[src/verilog/bridge_consts.svh]
`ifndef BRIDGE_CONSTS_SVH
`define BRIDGE_CONSTS_SVH

// AXI-Lite data path and memory message data
`define AXIL_DATA_W 64

// Byte address
`define AXIL_ADDR_W 16

// One strobe bit per data byte
`define AXIL_MASK_W 8

// Byte offset inside a data word
`define AXIL_OFFSET_W 3

// Header payload identifiers
`define LCE_ID_W 4
`define DID_W 3

// Responder storage
`define MEM_WORDS 64
`define MEM_IDX_W 6

`endif
[src/verilog/mem_msg_pkg.sv]
`default_nettype none

`include "bridge_consts.svh"

package mem_msg_pkg;

  typedef logic [`AXIL_DATA_W-1:0] msg_data_t;
  typedef logic [`AXIL_ADDR_W-1:0] msg_addr_t;
  typedef logic [`LCE_ID_W-1:0]    lce_id_t;
  typedef logic [`DID_W-1:0]       did_t;

  // Uncached message codes
  typedef enum logic [3:0] {
    e_mem_uc_rd = 4'b0000,
    e_mem_uc_wr = 4'b0001
  } msg_type_e;

  // log2 of the byte count
  typedef enum logic [2:0] {
    e_size_1 = 3'd0,
    e_size_2 = 3'd1,
    e_size_4 = 3'd2,
    e_size_8 = 3'd3
  } msg_size_e;

  typedef struct packed {
    msg_type_e msg_type;
    msg_size_e size;
    msg_addr_t addr;
    lce_id_t   lce_id;
    did_t      did;
  } mem_fwd_header_t;

  // Replies carry the request header back unchanged
  typedef mem_fwd_header_t mem_rev_header_t;

  localparam int MSG_FWD_HDR_W = $bits(mem_fwd_header_t);

endpackage

`default_nettype wire

[src/verilog/axil_pkg.sv]
`default_nettype none

`include "bridge_consts.svh"

package axil_pkg;

  typedef logic [`AXIL_DATA_W-1:0] axil_data_t;
  typedef logic [`AXIL_ADDR_W-1:0] axil_addr_t;
  typedef logic [`AXIL_MASK_W-1:0] axil_strb_t;
  typedef logic [1:0]              axil_resp_t;

  // Front end walks one transaction through these states
  typedef enum logic [1:0] {
    e_fifo_idle      = 2'd0,
    e_fifo_request   = 2'd1,
    e_fifo_wait_resp = 2'd2,
    e_fifo_respond   = 2'd3
  } fifo_state_e;

endpackage

`default_nettype wire

[src/verilog/axil_mem_client.sv]
`timescale 1ns/1ps
`default_nettype none

`include "bridge_consts.svh"

module axil_mem_client (
  input  wire                            clk_i,
  input  wire                            rst_i,

  input  wire mem_msg_pkg::lce_id_t      lce_id_i,
  input  wire mem_msg_pkg::did_t         did_i,

  output mem_msg_pkg::mem_fwd_header_t   mem_fwd_header_o,
  output mem_msg_pkg::msg_data_t         mem_fwd_data_o,
  output logic                           mem_fwd_v_o,
  input  wire                            mem_fwd_ready_and_i,

  input  wire mem_msg_pkg::mem_rev_header_t mem_rev_header_i,
  input  wire mem_msg_pkg::msg_data_t    mem_rev_data_i,
  input  wire                            mem_rev_v_i,
  output logic                           mem_rev_ready_and_o,

  input  wire axil_pkg::axil_addr_t      s_axil_awaddr_i,
  input  wire [2:0]                      s_axil_awprot_i,
  input  wire                            s_axil_awvalid_i,
  output logic                           s_axil_awready_o,
  input  wire axil_pkg::axil_data_t      s_axil_wdata_i,
  input  wire axil_pkg::axil_strb_t      s_axil_wstrb_i,
  input  wire                            s_axil_wvalid_i,
  output logic                           s_axil_wready_o,
  output axil_pkg::axil_resp_t           s_axil_bresp_o,
  output logic                           s_axil_bvalid_o,
  input  wire                            s_axil_bready_i,
  input  wire axil_pkg::axil_addr_t      s_axil_araddr_i,
  input  wire [2:0]                      s_axil_arprot_i,
  input  wire                            s_axil_arvalid_i,
  output logic                           s_axil_arready_o,
  output axil_pkg::axil_data_t           s_axil_rdata_o,
  output axil_pkg::axil_resp_t           s_axil_rresp_o,
  output logic                           s_axil_rvalid_o,
  input  wire                            s_axil_rready_i
);

  axil_pkg::axil_data_t wdata_lo;
  axil_pkg::axil_addr_t addr_lo;
  axil_pkg::axil_strb_t wmask_lo;
  logic                 w_lo;
  logic                 v_lo;
  logic                 ready_and_lo;

  logic [`AXIL_OFFSET_W-1:0] low_byte;
  mem_msg_pkg::msg_size_e    size;

  axil_fifo_client fifo_client (
    .clk_i            (clk_i),
    .rst_i            (rst_i),
    .s_axil_awaddr_i  (s_axil_awaddr_i),
    .s_axil_awprot_i  (s_axil_awprot_i),
    .s_axil_awvalid_i (s_axil_awvalid_i),
    .s_axil_awready_o (s_axil_awready_o),
    .s_axil_wdata_i   (s_axil_wdata_i),
    .s_axil_wstrb_i   (s_axil_wstrb_i),
    .s_axil_wvalid_i  (s_axil_wvalid_i),
    .s_axil_wready_o  (s_axil_wready_o),
    .s_axil_bresp_o   (s_axil_bresp_o),
    .s_axil_bvalid_o  (s_axil_bvalid_o),
    .s_axil_bready_i  (s_axil_bready_i),
    .s_axil_araddr_i  (s_axil_araddr_i),
    .s_axil_arprot_i  (s_axil_arprot_i),
    .s_axil_arvalid_i (s_axil_arvalid_i),
    .s_axil_arready_o (s_axil_arready_o),
    .s_axil_rdata_o   (s_axil_rdata_o),
    .s_axil_rresp_o   (s_axil_rresp_o),
    .s_axil_rvalid_o  (s_axil_rvalid_o),
    .s_axil_rready_i  (s_axil_rready_i),
    .data_o           (wdata_lo),
    .addr_o           (addr_lo),
    .w_o              (w_lo),
    .wmask_o          (wmask_lo),
    .v_o              (v_lo),
    .ready_and_i      (mem_fwd_ready_and_i),
    .data_i           (mem_rev_data_i),
    .v_i              (mem_rev_v_i),
    .ready_and_o      (ready_and_lo)
  );

  // Lowest strobed byte gives the start offset
  always_comb begin
    low_byte = '0;
    for (int i = `AXIL_MASK_W - 1; i >= 0; i--) begin
      if (wmask_lo[i]) begin
        low_byte = i[`AXIL_OFFSET_W-1:0];
      end
    end
  end

  // Aligned 1, 2 and 4 byte groups; anything else goes out full width
  always_comb begin
    size = mem_msg_pkg::e_size_8;
    if (w_lo) begin
      case (wmask_lo)
        8'h01, 8'h02, 8'h04, 8'h08,
        8'h10, 8'h20, 8'h40, 8'h80: size = mem_msg_pkg::e_size_1;
        8'h03, 8'h0C, 8'h30, 8'hC0: size = mem_msg_pkg::e_size_2;
        8'h0F, 8'hF0:               size = mem_msg_pkg::e_size_4;
        default:                    size = mem_msg_pkg::e_size_8;
      endcase
    end
  end

  always_comb begin
    mem_fwd_header_o          = '0;
    mem_fwd_header_o.msg_type = w_lo ? mem_msg_pkg::e_mem_uc_wr : mem_msg_pkg::e_mem_uc_rd;
    mem_fwd_header_o.size     = size;
    mem_fwd_header_o.lce_id   = lce_id_i;
    mem_fwd_header_o.did      = did_i;
    mem_fwd_header_o.addr     = {addr_lo[`AXIL_ADDR_W-1:`AXIL_OFFSET_W],
                                 (size == mem_msg_pkg::e_size_8) ? '0 : low_byte};
  end

  assign mem_fwd_data_o      = wdata_lo;
  assign mem_fwd_v_o         = v_lo;
  assign mem_rev_ready_and_o = ready_and_lo;

endmodule

`default_nettype wire

[src/verilog/axil_fifo_client.sv]
`timescale 1ns/1ps
`default_nettype none

module axil_fifo_client (
  input  wire                  clk_i,
  input  wire                  rst_i,

  input  wire axil_pkg::axil_addr_t s_axil_awaddr_i,
  input  wire [2:0]                 s_axil_awprot_i,
  input  wire                       s_axil_awvalid_i,
  output logic                      s_axil_awready_o,

  input  wire axil_pkg::axil_data_t s_axil_wdata_i,
  input  wire axil_pkg::axil_strb_t s_axil_wstrb_i,
  input  wire                       s_axil_wvalid_i,
  output logic                      s_axil_wready_o,

  output axil_pkg::axil_resp_t      s_axil_bresp_o,
  output logic                      s_axil_bvalid_o,
  input  wire                       s_axil_bready_i,

  input  wire axil_pkg::axil_addr_t s_axil_araddr_i,
  input  wire [2:0]                 s_axil_arprot_i,
  input  wire                       s_axil_arvalid_i,
  output logic                      s_axil_arready_o,

  output axil_pkg::axil_data_t      s_axil_rdata_o,
  output axil_pkg::axil_resp_t      s_axil_rresp_o,
  output logic                      s_axil_rvalid_o,
  input  wire                       s_axil_rready_i,

  output axil_pkg::axil_data_t      data_o,
  output axil_pkg::axil_addr_t      addr_o,
  output logic                      w_o,
  output axil_pkg::axil_strb_t      wmask_o,
  output logic                      v_o,
  input  wire                       ready_and_i,

  input  wire axil_pkg::axil_data_t data_i,
  input  wire                       v_i,
  output logic                      ready_and_o
);

  axil_pkg::fifo_state_e state_q, state_d;

  logic                 w_q;
  axil_pkg::axil_addr_t addr_q;
  axil_pkg::axil_data_t wdata_q;
  axil_pkg::axil_strb_t wmask_q;
  axil_pkg::axil_data_t rdata_q;

  logic write_accept;
  logic read_accept;
  logic resp_done;

  // Address and data of a write are taken in the same cycle
  assign write_accept = (state_q == axil_pkg::e_fifo_idle)
                        && s_axil_awvalid_i && s_axil_wvalid_i;
  // Any sign of a write holds the read back
  assign read_accept  = (state_q == axil_pkg::e_fifo_idle) && s_axil_arvalid_i
                        && !s_axil_awvalid_i && !s_axil_wvalid_i;

  assign resp_done = (state_q == axil_pkg::e_fifo_respond)
                     && (w_q ? s_axil_bready_i : s_axil_rready_i);

  assign s_axil_awready_o = write_accept;
  assign s_axil_wready_o  = write_accept;
  assign s_axil_arready_o = read_accept;

  // Request side
  assign v_o     = (state_q == axil_pkg::e_fifo_request);
  assign w_o     = w_q;
  assign addr_o  = addr_q;
  assign data_o  = wdata_q;
  assign wmask_o = wmask_q;

  // Response side
  assign ready_and_o     = (state_q == axil_pkg::e_fifo_wait_resp);
  assign s_axil_bvalid_o = (state_q == axil_pkg::e_fifo_respond) && w_q;
  assign s_axil_rvalid_o = (state_q == axil_pkg::e_fifo_respond) && !w_q;
  assign s_axil_rdata_o  = rdata_q;
  assign s_axil_bresp_o  = 2'b00;
  assign s_axil_rresp_o  = 2'b00;

  always_comb begin
    state_d = state_q;
    case (state_q)
      axil_pkg::e_fifo_idle: begin
        if (write_accept || read_accept) begin
          state_d = axil_pkg::e_fifo_request;
        end
      end
      axil_pkg::e_fifo_request: begin
        if (ready_and_i) begin
          state_d = axil_pkg::e_fifo_wait_resp;
        end
      end
      axil_pkg::e_fifo_wait_resp: begin
        if (v_i) begin
          state_d = axil_pkg::e_fifo_respond;
        end
      end
      default: begin
        if (resp_done) begin
          state_d = axil_pkg::e_fifo_idle;
        end
      end
    endcase
  end

  always_ff @(posedge clk_i) begin
    if (rst_i) begin
      state_q <= axil_pkg::e_fifo_idle;
      w_q     <= 1'b0;
    end else begin
      state_q <= state_d;
      if (write_accept) begin
        w_q <= 1'b1;
      end else if (read_accept) begin
        w_q <= 1'b0;
      end
    end
  end

  // Captured request and returned word
  always_ff @(posedge clk_i) begin
    if (write_accept) begin
      addr_q  <= s_axil_awaddr_i;
      wdata_q <= s_axil_wdata_i;
      wmask_q <= s_axil_wstrb_i;
    end else if (read_accept) begin
      addr_q <= s_axil_araddr_i;
    end
    if (ready_and_o && v_i) begin
      rdata_q <= data_i;
    end
  end

endmodule

`default_nettype wire

[config.mk]
export PLATFORM = sky130hd
export DESIGN_NAME = axil_mem_client
export DESIGN_NICKNAME = d
export VERILOG_FILES = /design/src/verilog/mem_msg_pkg.sv /design/src/verilog/axil_pkg.sv /design/src/verilog/axil_mem_client.sv /design/src/verilog/axil_fifo_client.sv
export VERILOG_INCLUDE_DIRS = /design/src /design/src/verilog
export SDC_FILE = /design/constraint.sdc
export NUM_CORES = 1
export LEC_CHECK = 0
export BUFFER_PORTS_ARGS = -buffer_cell sky130_fd_sc_hd__buf_2
export CAP_MARGIN = 20
export CORE_AREA = 2 2 150 152
export DETAILED_ROUTE_END_ITERATION = 10
export DIE_AREA = 0 0 152 154
export SETUP_SLACK_MARGIN = 0.2
export SLEW_MARGIN = 20
export SYNTH_ARGS = -nofsm -noshare
export SYNTH_HDL_FRONTEND = slang
export SYNTH_SLANG_ARGS = --single-unit
[constraint.sdc]
create_clock -name clk_i -period 3.8 [get_ports clk_i]
set_clock_uncertainty 0.1 [all_clocks]
set_input_delay 0 -clock clk_i [delete_from_list [all_inputs] [get_ports clk_i]]
set_output_delay 0 -clock clk_i [all_outputs]
set_load 0.01 [all_outputs]
==> run metrics, run 1 <==
post-synthesis cell type count 36; post-synthesis simple-gate area fraction 0.0417; Worst Path Arrival 2.55 ns; Crit Reg-Reg Endpoint fifo_client.addr_o[15]; RSZ-0062 raised after global routing no; DR vias 4289; Core Util, Final 0.441; CTS tree done; IO Port Bufs 324; Adder-Cell Fraction of Synth Area 0.0116; min-delay worst type input port to flop; area of the multi-input gates 677 um^2; drt total wl 15.3 mm; Mapped Cells 272; Post-DRT Antenna Nets 0; # DRC 0; internal power 0.00353 W; drt initial violations 224; P&R area growth vs syn 77.9%; total congestion overflow 0; row count 54; Ant. Diodes 0; Synth Register Bits 152; Critical-path top delay cell nand3_1; post-DP HPWL 10.3 mm; Seq/Total Area, Yosys 0.844; TNS Setup 0 ns; Hold EP fifo_client.state_q[0]; chip height 154 um; clk slew on worst S/H paths 0.07 ns; xor and xnor area share after synthesis 0.00163; grt met2 use 0.233; Avg Vias per Cell 4.03; full die area 23400 um^2; Final Hold Vio Count 0; largest net degree at the start of global routing 65; Flop pwr share 0.457; initial antenna violation count 1; Setup crit end kind output pin; Most Crowded Layer GR met2; actual slew at the worst max-slew pin 0.828 ns; Initial Util 0.248; Static Leak 3.99 nW; routing usage on met3 0.0364; Max-slew headroom 0.448; max frequency 0.377 GHz; WL/cell 14.4 um; fin. max-slew vios 0; r2r startpoint fifo_client.state_q[0]; Hold Path Depth 5; Synth Area in Compound Gates 0.0358; Crit path largest cell delay 0.55 ns; Power Total 0.00479 W; fill count 1950; CTS Buf Count 17; Seq. cell area 4530 um^2; r2r worst-path depth 5; share of layout cells above drive strength 1 0.479; Comb power frac 0.181; Peak VDD IR 270 uV; CTS H-tree depth 4; run status complete, no violations; pwr dens 501 nW/um^2; Die Wd 152 um; Clk network pwr share 0.361; Post-synth EDFFs 149; final estimated routing congestion in global placement 0.779; Worst Path Required 3.70 ns; Critical Path Fanout Max 35; fraction of registers with async set/reset 0; Crit. path cell count 6; maximum clock path buffer count 2; top_reg_cell synth edfxtp_1; Ys Warns 0; largest family of logic cells by synthesized area simple AND/OR/NAND/NOR gates; Final Setup Violations 0; R2R Setup Slk 1.15 ns; number of global-route vias before repair 4578; TritonCTS sink count 152; Startpoint Class flop; number of nets in the layout 997; synthesized area 5380 um^2; worst hold start s_axil_bready_i; Sw Share 0.264; crit share post-route 0.698; Top Ports 389; first-pass GRT wire length 23.7 mm; post-layout minimum cycle time 2.65 ns; Max-Cap Viols 0; final std cells w/o fill 1065; WS Path Type flop to output pin; mux contribution to synthesized area 0.0293; Bufs and invs on worst path 4; grt met1 use 0.144; Clock Latency Late Sink 0.41 ns; Core Area 21700 um^2; drt first pass iters 4; placed cell count 861; post-CTS resize count 0; Sw Pwr 0.00126 W; Clock Tree Root clkbuf_16; Mean Syn Cell Area 19.8 um^2; GRT Total Usage 0.129; largest delay contributor family on the critical path buffers and inverters; crit path cell chain inv_1, ha_1, nand3_1, clkinv_2, buf_4, buf_2
## cells in the final DEF, fill, tap and decap left out, types with 2 or more instances in the layout
cell and instances:
nor4_1 2, a311o_1 2, nor2b_1 3, nor4bb_1 2, conb_1 8, nor3_1 4
nand2_1 2, nand2b_1 2, nand3_1 2, nor2_1 6, dlygate4sd3_1 172, clkinv_2 3
bufinv_16 2, and2_1 2, buf_2 324, edfxtp_1 149, nand4_1 4, o21ai_0 6
dfxtp_1 3, ha_1 5, a311oi_1 2, clkbuf_16 17, a21o_1 3, inv_6 7
a2111oi_0 4, a21oi_1 3, and3_1 3, inv_1 8, buf_4 3, or4_1 3
inv_8 4, mux2_2 14
## worst reg2reg max path, delay by kind of cell, from the launching register on
kind / cells / cell delay (ns)
buffers and inverters: 2 / 0.65
AND/OR/NAND/NOR: 1 / 0.55
multiplexers: 1 / 0.50
flip-flops: 1 / 0.36
adder cells (fa/ha/maj): 1 / 0.24
## flip-flops by register name, indices dropped and copies added (netlist names)
signal	flops
fifo_client.s_axil_rdata_o	64
fifo_client.addr_o	13
fifo_client.state_q	2
fifo_client.data_o	64
fifo_client.wmask_o	8
fifo_client.w_o	1
## per-layer routing
| layer | routed length, um | vias to the layer above |
|---|---|---|
| met1 | 5900 | 2006 |
| met2 | 8120 | 213 |
| li1 | - | 2047 |
| met5 | 0 | - |
| met4 | 330 | 0 |
| met3 | 978 | 23 |
## metrics by stage
step / hold WS [ns] / area, um^2 / worst slack (ns)
2_1_floorplan: -0.0309 / 5400 / 0.667
3_3_place_gp: -0.0999 / 7240 / 1.43
3_5_place_dp: -0.0999 / 7240 / 1.34
4_1_cts: 0.0248 / 9560 / 1.11
5_1_grt: 0.0676 / 9560 / 0.897
6_report: 0.0481 / 9560 / 1.15
## cells in the mapped netlist, types with 2 or more instances
master | n | area share
a311o_1 | 2 | 0.0037
a21o_1 | 3 | 0.0042
nor4bb_1 | 2 | 0.0037
nor2b_1 | 3 | 0.0035
dfxtp_1 | 3 | 0.011
and3_1 | 3 | 0.0035
nand3_1 | 2 | 0.0019
nand2b_1 | 2 | 0.0023
inv_1 | 9 | 0.0063
ha_1 | 5 | 0.012
edfxtp_1 | 149 | 0.83
nor4_1 | 2 | 0.0023
a21oi_1 | 3 | 0.0028
a311oi_1 | 2 | 0.0033
nor3_1 | 4 | 0.0037
buf_4 | 17 | 0.024
mux2_2 | 14 | 0.029
o21ai_0 | 6 | 0.0056
and2_1 | 3 | 0.0035
nor2_1 | 6 | 0.0042
or4_1 | 3 | 0.0042
nand4_1 | 4 | 0.0047
nand2_1 | 2 | 0.0014
a2111oi_0 | 4 | 0.0065
clkbuf_1 | 8 | 0.0056
## power by group through the flow
stage / logic (W) / clock network (W) / registers, W
after floorplan: 0.000300 / 0 / 0.00231
after global placement: 0.000704 / 0 / 0.00222
after detailed placement: 0.000707 / 0 / 0.00223
after CTS: 0.000875 / 0.00179 / 0.00219
after global routing: 0.000957 / 0.00186 / 0.00222
final: 0.000869 / 0.00173 / 0.00219
## how the worst max path moves through the flow
stage	startpoint	to	slack, ns
after floorplan	fifo_client.state_q[0]	fifo_client.data_o[0]	0.67
after global placement	fifo_client.state_q[0]	fifo_client.addr_o[6]	1.43
after detailed placement	fifo_client.state_q[0]	fifo_client.data_o[46]	1.34
after CTS	fifo_client.state_q[0]	s_axil_wready_o	1.11
after global routing	fifo_client.state_q[0]	s_axil_wready_o	0.90
final	fifo_client.state_q[0]	s_axil_wready_o	1.15
## cell families after synthesis
family          after synthesis
buf+inv                      34
xor+xnor                      1
other cells                   1
simple gates                 38
compound gates               27
mux                          14
fa+ha+maj                     5
flops                       152
## area by class of cell
type | count | share of cell area
clock buffers | 17 | 0.0445
clock inverters | 15 | 0.0184
inverters | 9 | 0.00366
multi-input cells | 93 | 0.0708
flip-flops and latches | 152 | 0.474
well taps | 280 | 0.0366
repair buffers | 499 | 0.352
## timing repair
action | 4_1_cts | 5_1_grt
hold buffers | 172 | 0
buffers inserted | 0 | 0
hold endpoints to repair | 159 | 0
No activity file was read; power rests on OpenSTA's default activity.
==> run 2, diff against run 1 <==
--- a/config.mk
+++ b/config.mk
@@ -6,11 +6,12 @@
 export SDC_FILE = /design/constraint.sdc
 export NUM_CORES = 1
 export LEC_CHECK = 0
+export ABC_AREA = 1
 export BUFFER_PORTS_ARGS = -buffer_cell sky130_fd_sc_hd__buf_2
 export CAP_MARGIN = 20
-export CORE_AREA = 2 2 150 152
+export CORE_AREA = 2 2 149 151
 export DETAILED_ROUTE_END_ITERATION = 10
-export DIE_AREA = 0 0 152 154
+export DIE_AREA = 0 0 151 153
 export SETUP_SLACK_MARGIN = 0.2
 export SLEW_MARGIN = 20
 export SYNTH_ARGS = -nofsm -noshare
==> constraint.sdc (replaced) <==
create_clock -name clk_i -period 2.6 [get_ports clk_i]
set_clock_uncertainty 0.1 [all_clocks]
set_input_delay 0 -clock clk_i [delete_from_list [all_inputs] [get_ports clk_i]]
set_output_delay 0 -clock clk_i [all_outputs]
set_load 0.01 [all_outputs]
==> run 2 against run 1 <==
  * Cell count is 5.5% higher
  * Synthesized area shrank 1.2%
  * Critical path type is now flop to flop
  * Hold slack got worse by 0.013 ns
  * Critical path depth increased by 2
  * Non-clock buffer count is 13 higher
==> run metrics, run 2 <==
run status complete, no violations; post-synth top area share 0.842; Bufs and invs on worst path 2; Most Frequent Cell on Critical Path nand3_2; Mean Syn Cell Area 17.0 um^2; maximum clock path buffer count 2; Seq. cell area 4530 um^2; Max-Cap Viols 0; Final Hold Vio Count 0; final hold slack 0.0347 ns; Initial Util 0.247; post-DP HPWL 9.90 mm; CTS H-tree depth 4; Core Area 21500 um^2; fill count 1885; final estimated routing congestion in global placement 0.723; post-layout minimum cycle time 2.19 ns; largest delay contributor family on the critical path buffers and inverters; Setup crit end kind flop; DR vias 4376; chip height 153 um; Avg Vias per Cell 3.89; Critical Path Fanout Max 17; CTS Buf Count 17; Ys Warns 0; Clock Tree Root clkbuf_16; most frequent cells in the layout 324 x buf_2, 185 x dlygate4sd3_1, 149 x edfxtp_1; row count 54; cell with the most instances after synthesis edfxtp_1; CTS tree done; Static Leak 4.18 nW; Peak VDD IR 387 uV; top_reg_cell synth edfxtp_1; Worst Path Arrival 2.40 ns; share of layout cells above drive strength 1 0.438; Worst Path Required 2.81 ns; post-synthesis cell type count 22; Ant. Diodes 0; Mapped Cells 312; Startpoint Class flop; initial antenna violation count 0; TritonCTS sink count 152; Critical-path top delay cell dlygate4sd3_1; cell taking the most area after synthesis edfxtp_1; Post-DRT Antenna Nets 0; fraction of registers with async set/reset 0; Post-synth EDFFs 149; dpl ws 0.562 ns; # DRC 0; synth top area cells edfxtp_1 84%, nand2_1 5.2%, buf_4 2.5%, nor2_1 1.5%, inv_1 1.3%; drt total wl 15.6 mm; Seq/Total Area, Yosys 0.854; placed cell count 907; full die area 23100 um^2; synthesized area 5310 um^2; actual slew at the worst max-slew pin 0.623 ns; most common cell after layout, fill and taps aside buf_2; clk slew on worst S/H paths 0.07 ns; number of global-route vias before repair 4624; Final Setup Violations 0; largest net degree at the start of global routing 65; TNS Setup 0 ns; WS Path Type flop to flop; postcts setup bufs 0; Clock Latency Late Sink 0.41 ns; total congestion overflow 0; max frequency 0.456 GHz; Die Wd 151 um; Max-slew headroom 0.584; Crit path largest cell delay 0.57 ns; first-pass GRT wire length 23.0 mm; crit share post-route 0.844; drt first pass iters 4; Synth top cells by count 149 x edfxtp_1, 73 x nand2_1, 21 x nor2_1, 18 x buf_4, 18 x inv_1; final std cells w/o fill 1124; setup slack after layout 0.406 ns; Synth Register Bits 152; pwr dens 705 nW/um^2; drt initial violations 113; crit path cell chain inv_1, ha_2, nand3_4, nand3_2, nand3_2, dlygate4sd3_1, o21ai_1, nor2_1; WL/cell 13.9 um; IO Port Bufs 324; min-delay worst type input port to flop; Top Ports 389; RSZ-0062 raised after global routing no; P&R area growth vs syn 82.1%; fin. max-slew vios 0; GRT Total Usage 0.132; number of nets in the layout 1056; area of the multi-input gates 592 um^2
[run 2: cell types whose count changed after synthesis, sizes merged, moves of 4 or more]
cell	previous run	this run
inv	9	19
nor3	4	0
nor2	6	22
nand2	2	75
nand3	2	8
mux2	14	0
clkbuf	8	1
a2111oi	4	0
[run 2: cell families (layout without fill, tap and decap cells)]
kind of cell,count (synthesis),in the layout,synth area share
AND/OR/NAND/NOR,107,107,0.0850
buffers and inverters,39,564,0.0405
adder cells (fa/ha/maj),5,5,0.0118
other,1,8,0.000706
flip-flops,152,152,0.854
AO/OA/AOI/OAI,8,8,0.00848
[run 2: layout make-up]
| class | count | area share |
|---|---|---|
| flip-flops and latches | 152 | 0.469 |
| repair buffers | 512 | 0.365 |
| multi-input cells | 128 | 0.0612 |
| clock buffers | 17 | 0.0440 |
| well taps | 280 | 0.0362 |
| clock inverters | 15 | 0.0160 |
| inverters | 20 | 0.00854 |
[run 2: path summary, 6_finish.rpt]
| path | cells after the start | slack, ns | start | end |
|---|---|---|---|---|
| worst min-delay path | 7 | 0.03 | s_axil_rready_i | fifo_client.state_q[0] |
| worst max register to register | 8 | 0.41 | fifo_client.state_q[0] | fifo_client.state_q[0] |
| worst max-delay path | 8 | 0.41 | fifo_client.state_q[0] | fifo_client.state_q[0] |
| worst min register to register | 2 | 0.45 | fifo_client.w_o | fifo_client.w_o |
[run 2: tightest hold or removal path, cell delays in order]
cell and delay (ns):
buf_2 0.08, nand2_1 0.04, nand3_1 0.10, nand3_2 0.10, nand2_1 0.06, o21ai_1 0.06
nor2_1 0.07
[run 2: stage by stage]
step / total power (W) / utilization / cell area [um^2]
2_1_floorplan: 0.00371 / - / 5340
3_3_place_gp: 0.00417 / 0.337 / 7240
3_5_place_dp: 0.00418 / 0.337 / 7240
4_1_cts: 0.00691 / 0.450 / 9670
5_1_grt: 0.00718 / 0.450 / 9670
6_report: 0.00682 / 0.450 / 9670
[run 2: repair_timing]
| action | in CTS | in global routing |
|---|---|---|
| gates resized for setup | 0 | 2 |
| endpoints found under the setup margin | 0 | 6 |
| hold buffers | 185 | 0 |
| hold endpoints to repair | 159 | 0 |
[run 2: layer usage]
metal | track usage | vias to the layer above | part of all wire
li1 | - | 2113 | -
met1 | 0.138 | 1997 | 0.38
met2 | 0.240 | 249 | 0.51
met3 | 0.0484 | 17 | 0.094
met4 | 0.0498 | 0 | 0.018
met5 | 0 | - | 0
[run 2: where the power goes]
| group | switching, W | internal, W |
|---|---|---|
| logic | 0.000681 | 0.000612 |
| clock network | 0.00111 | 0.00129 |
| registers | 0.0000861 | 0.00305 |
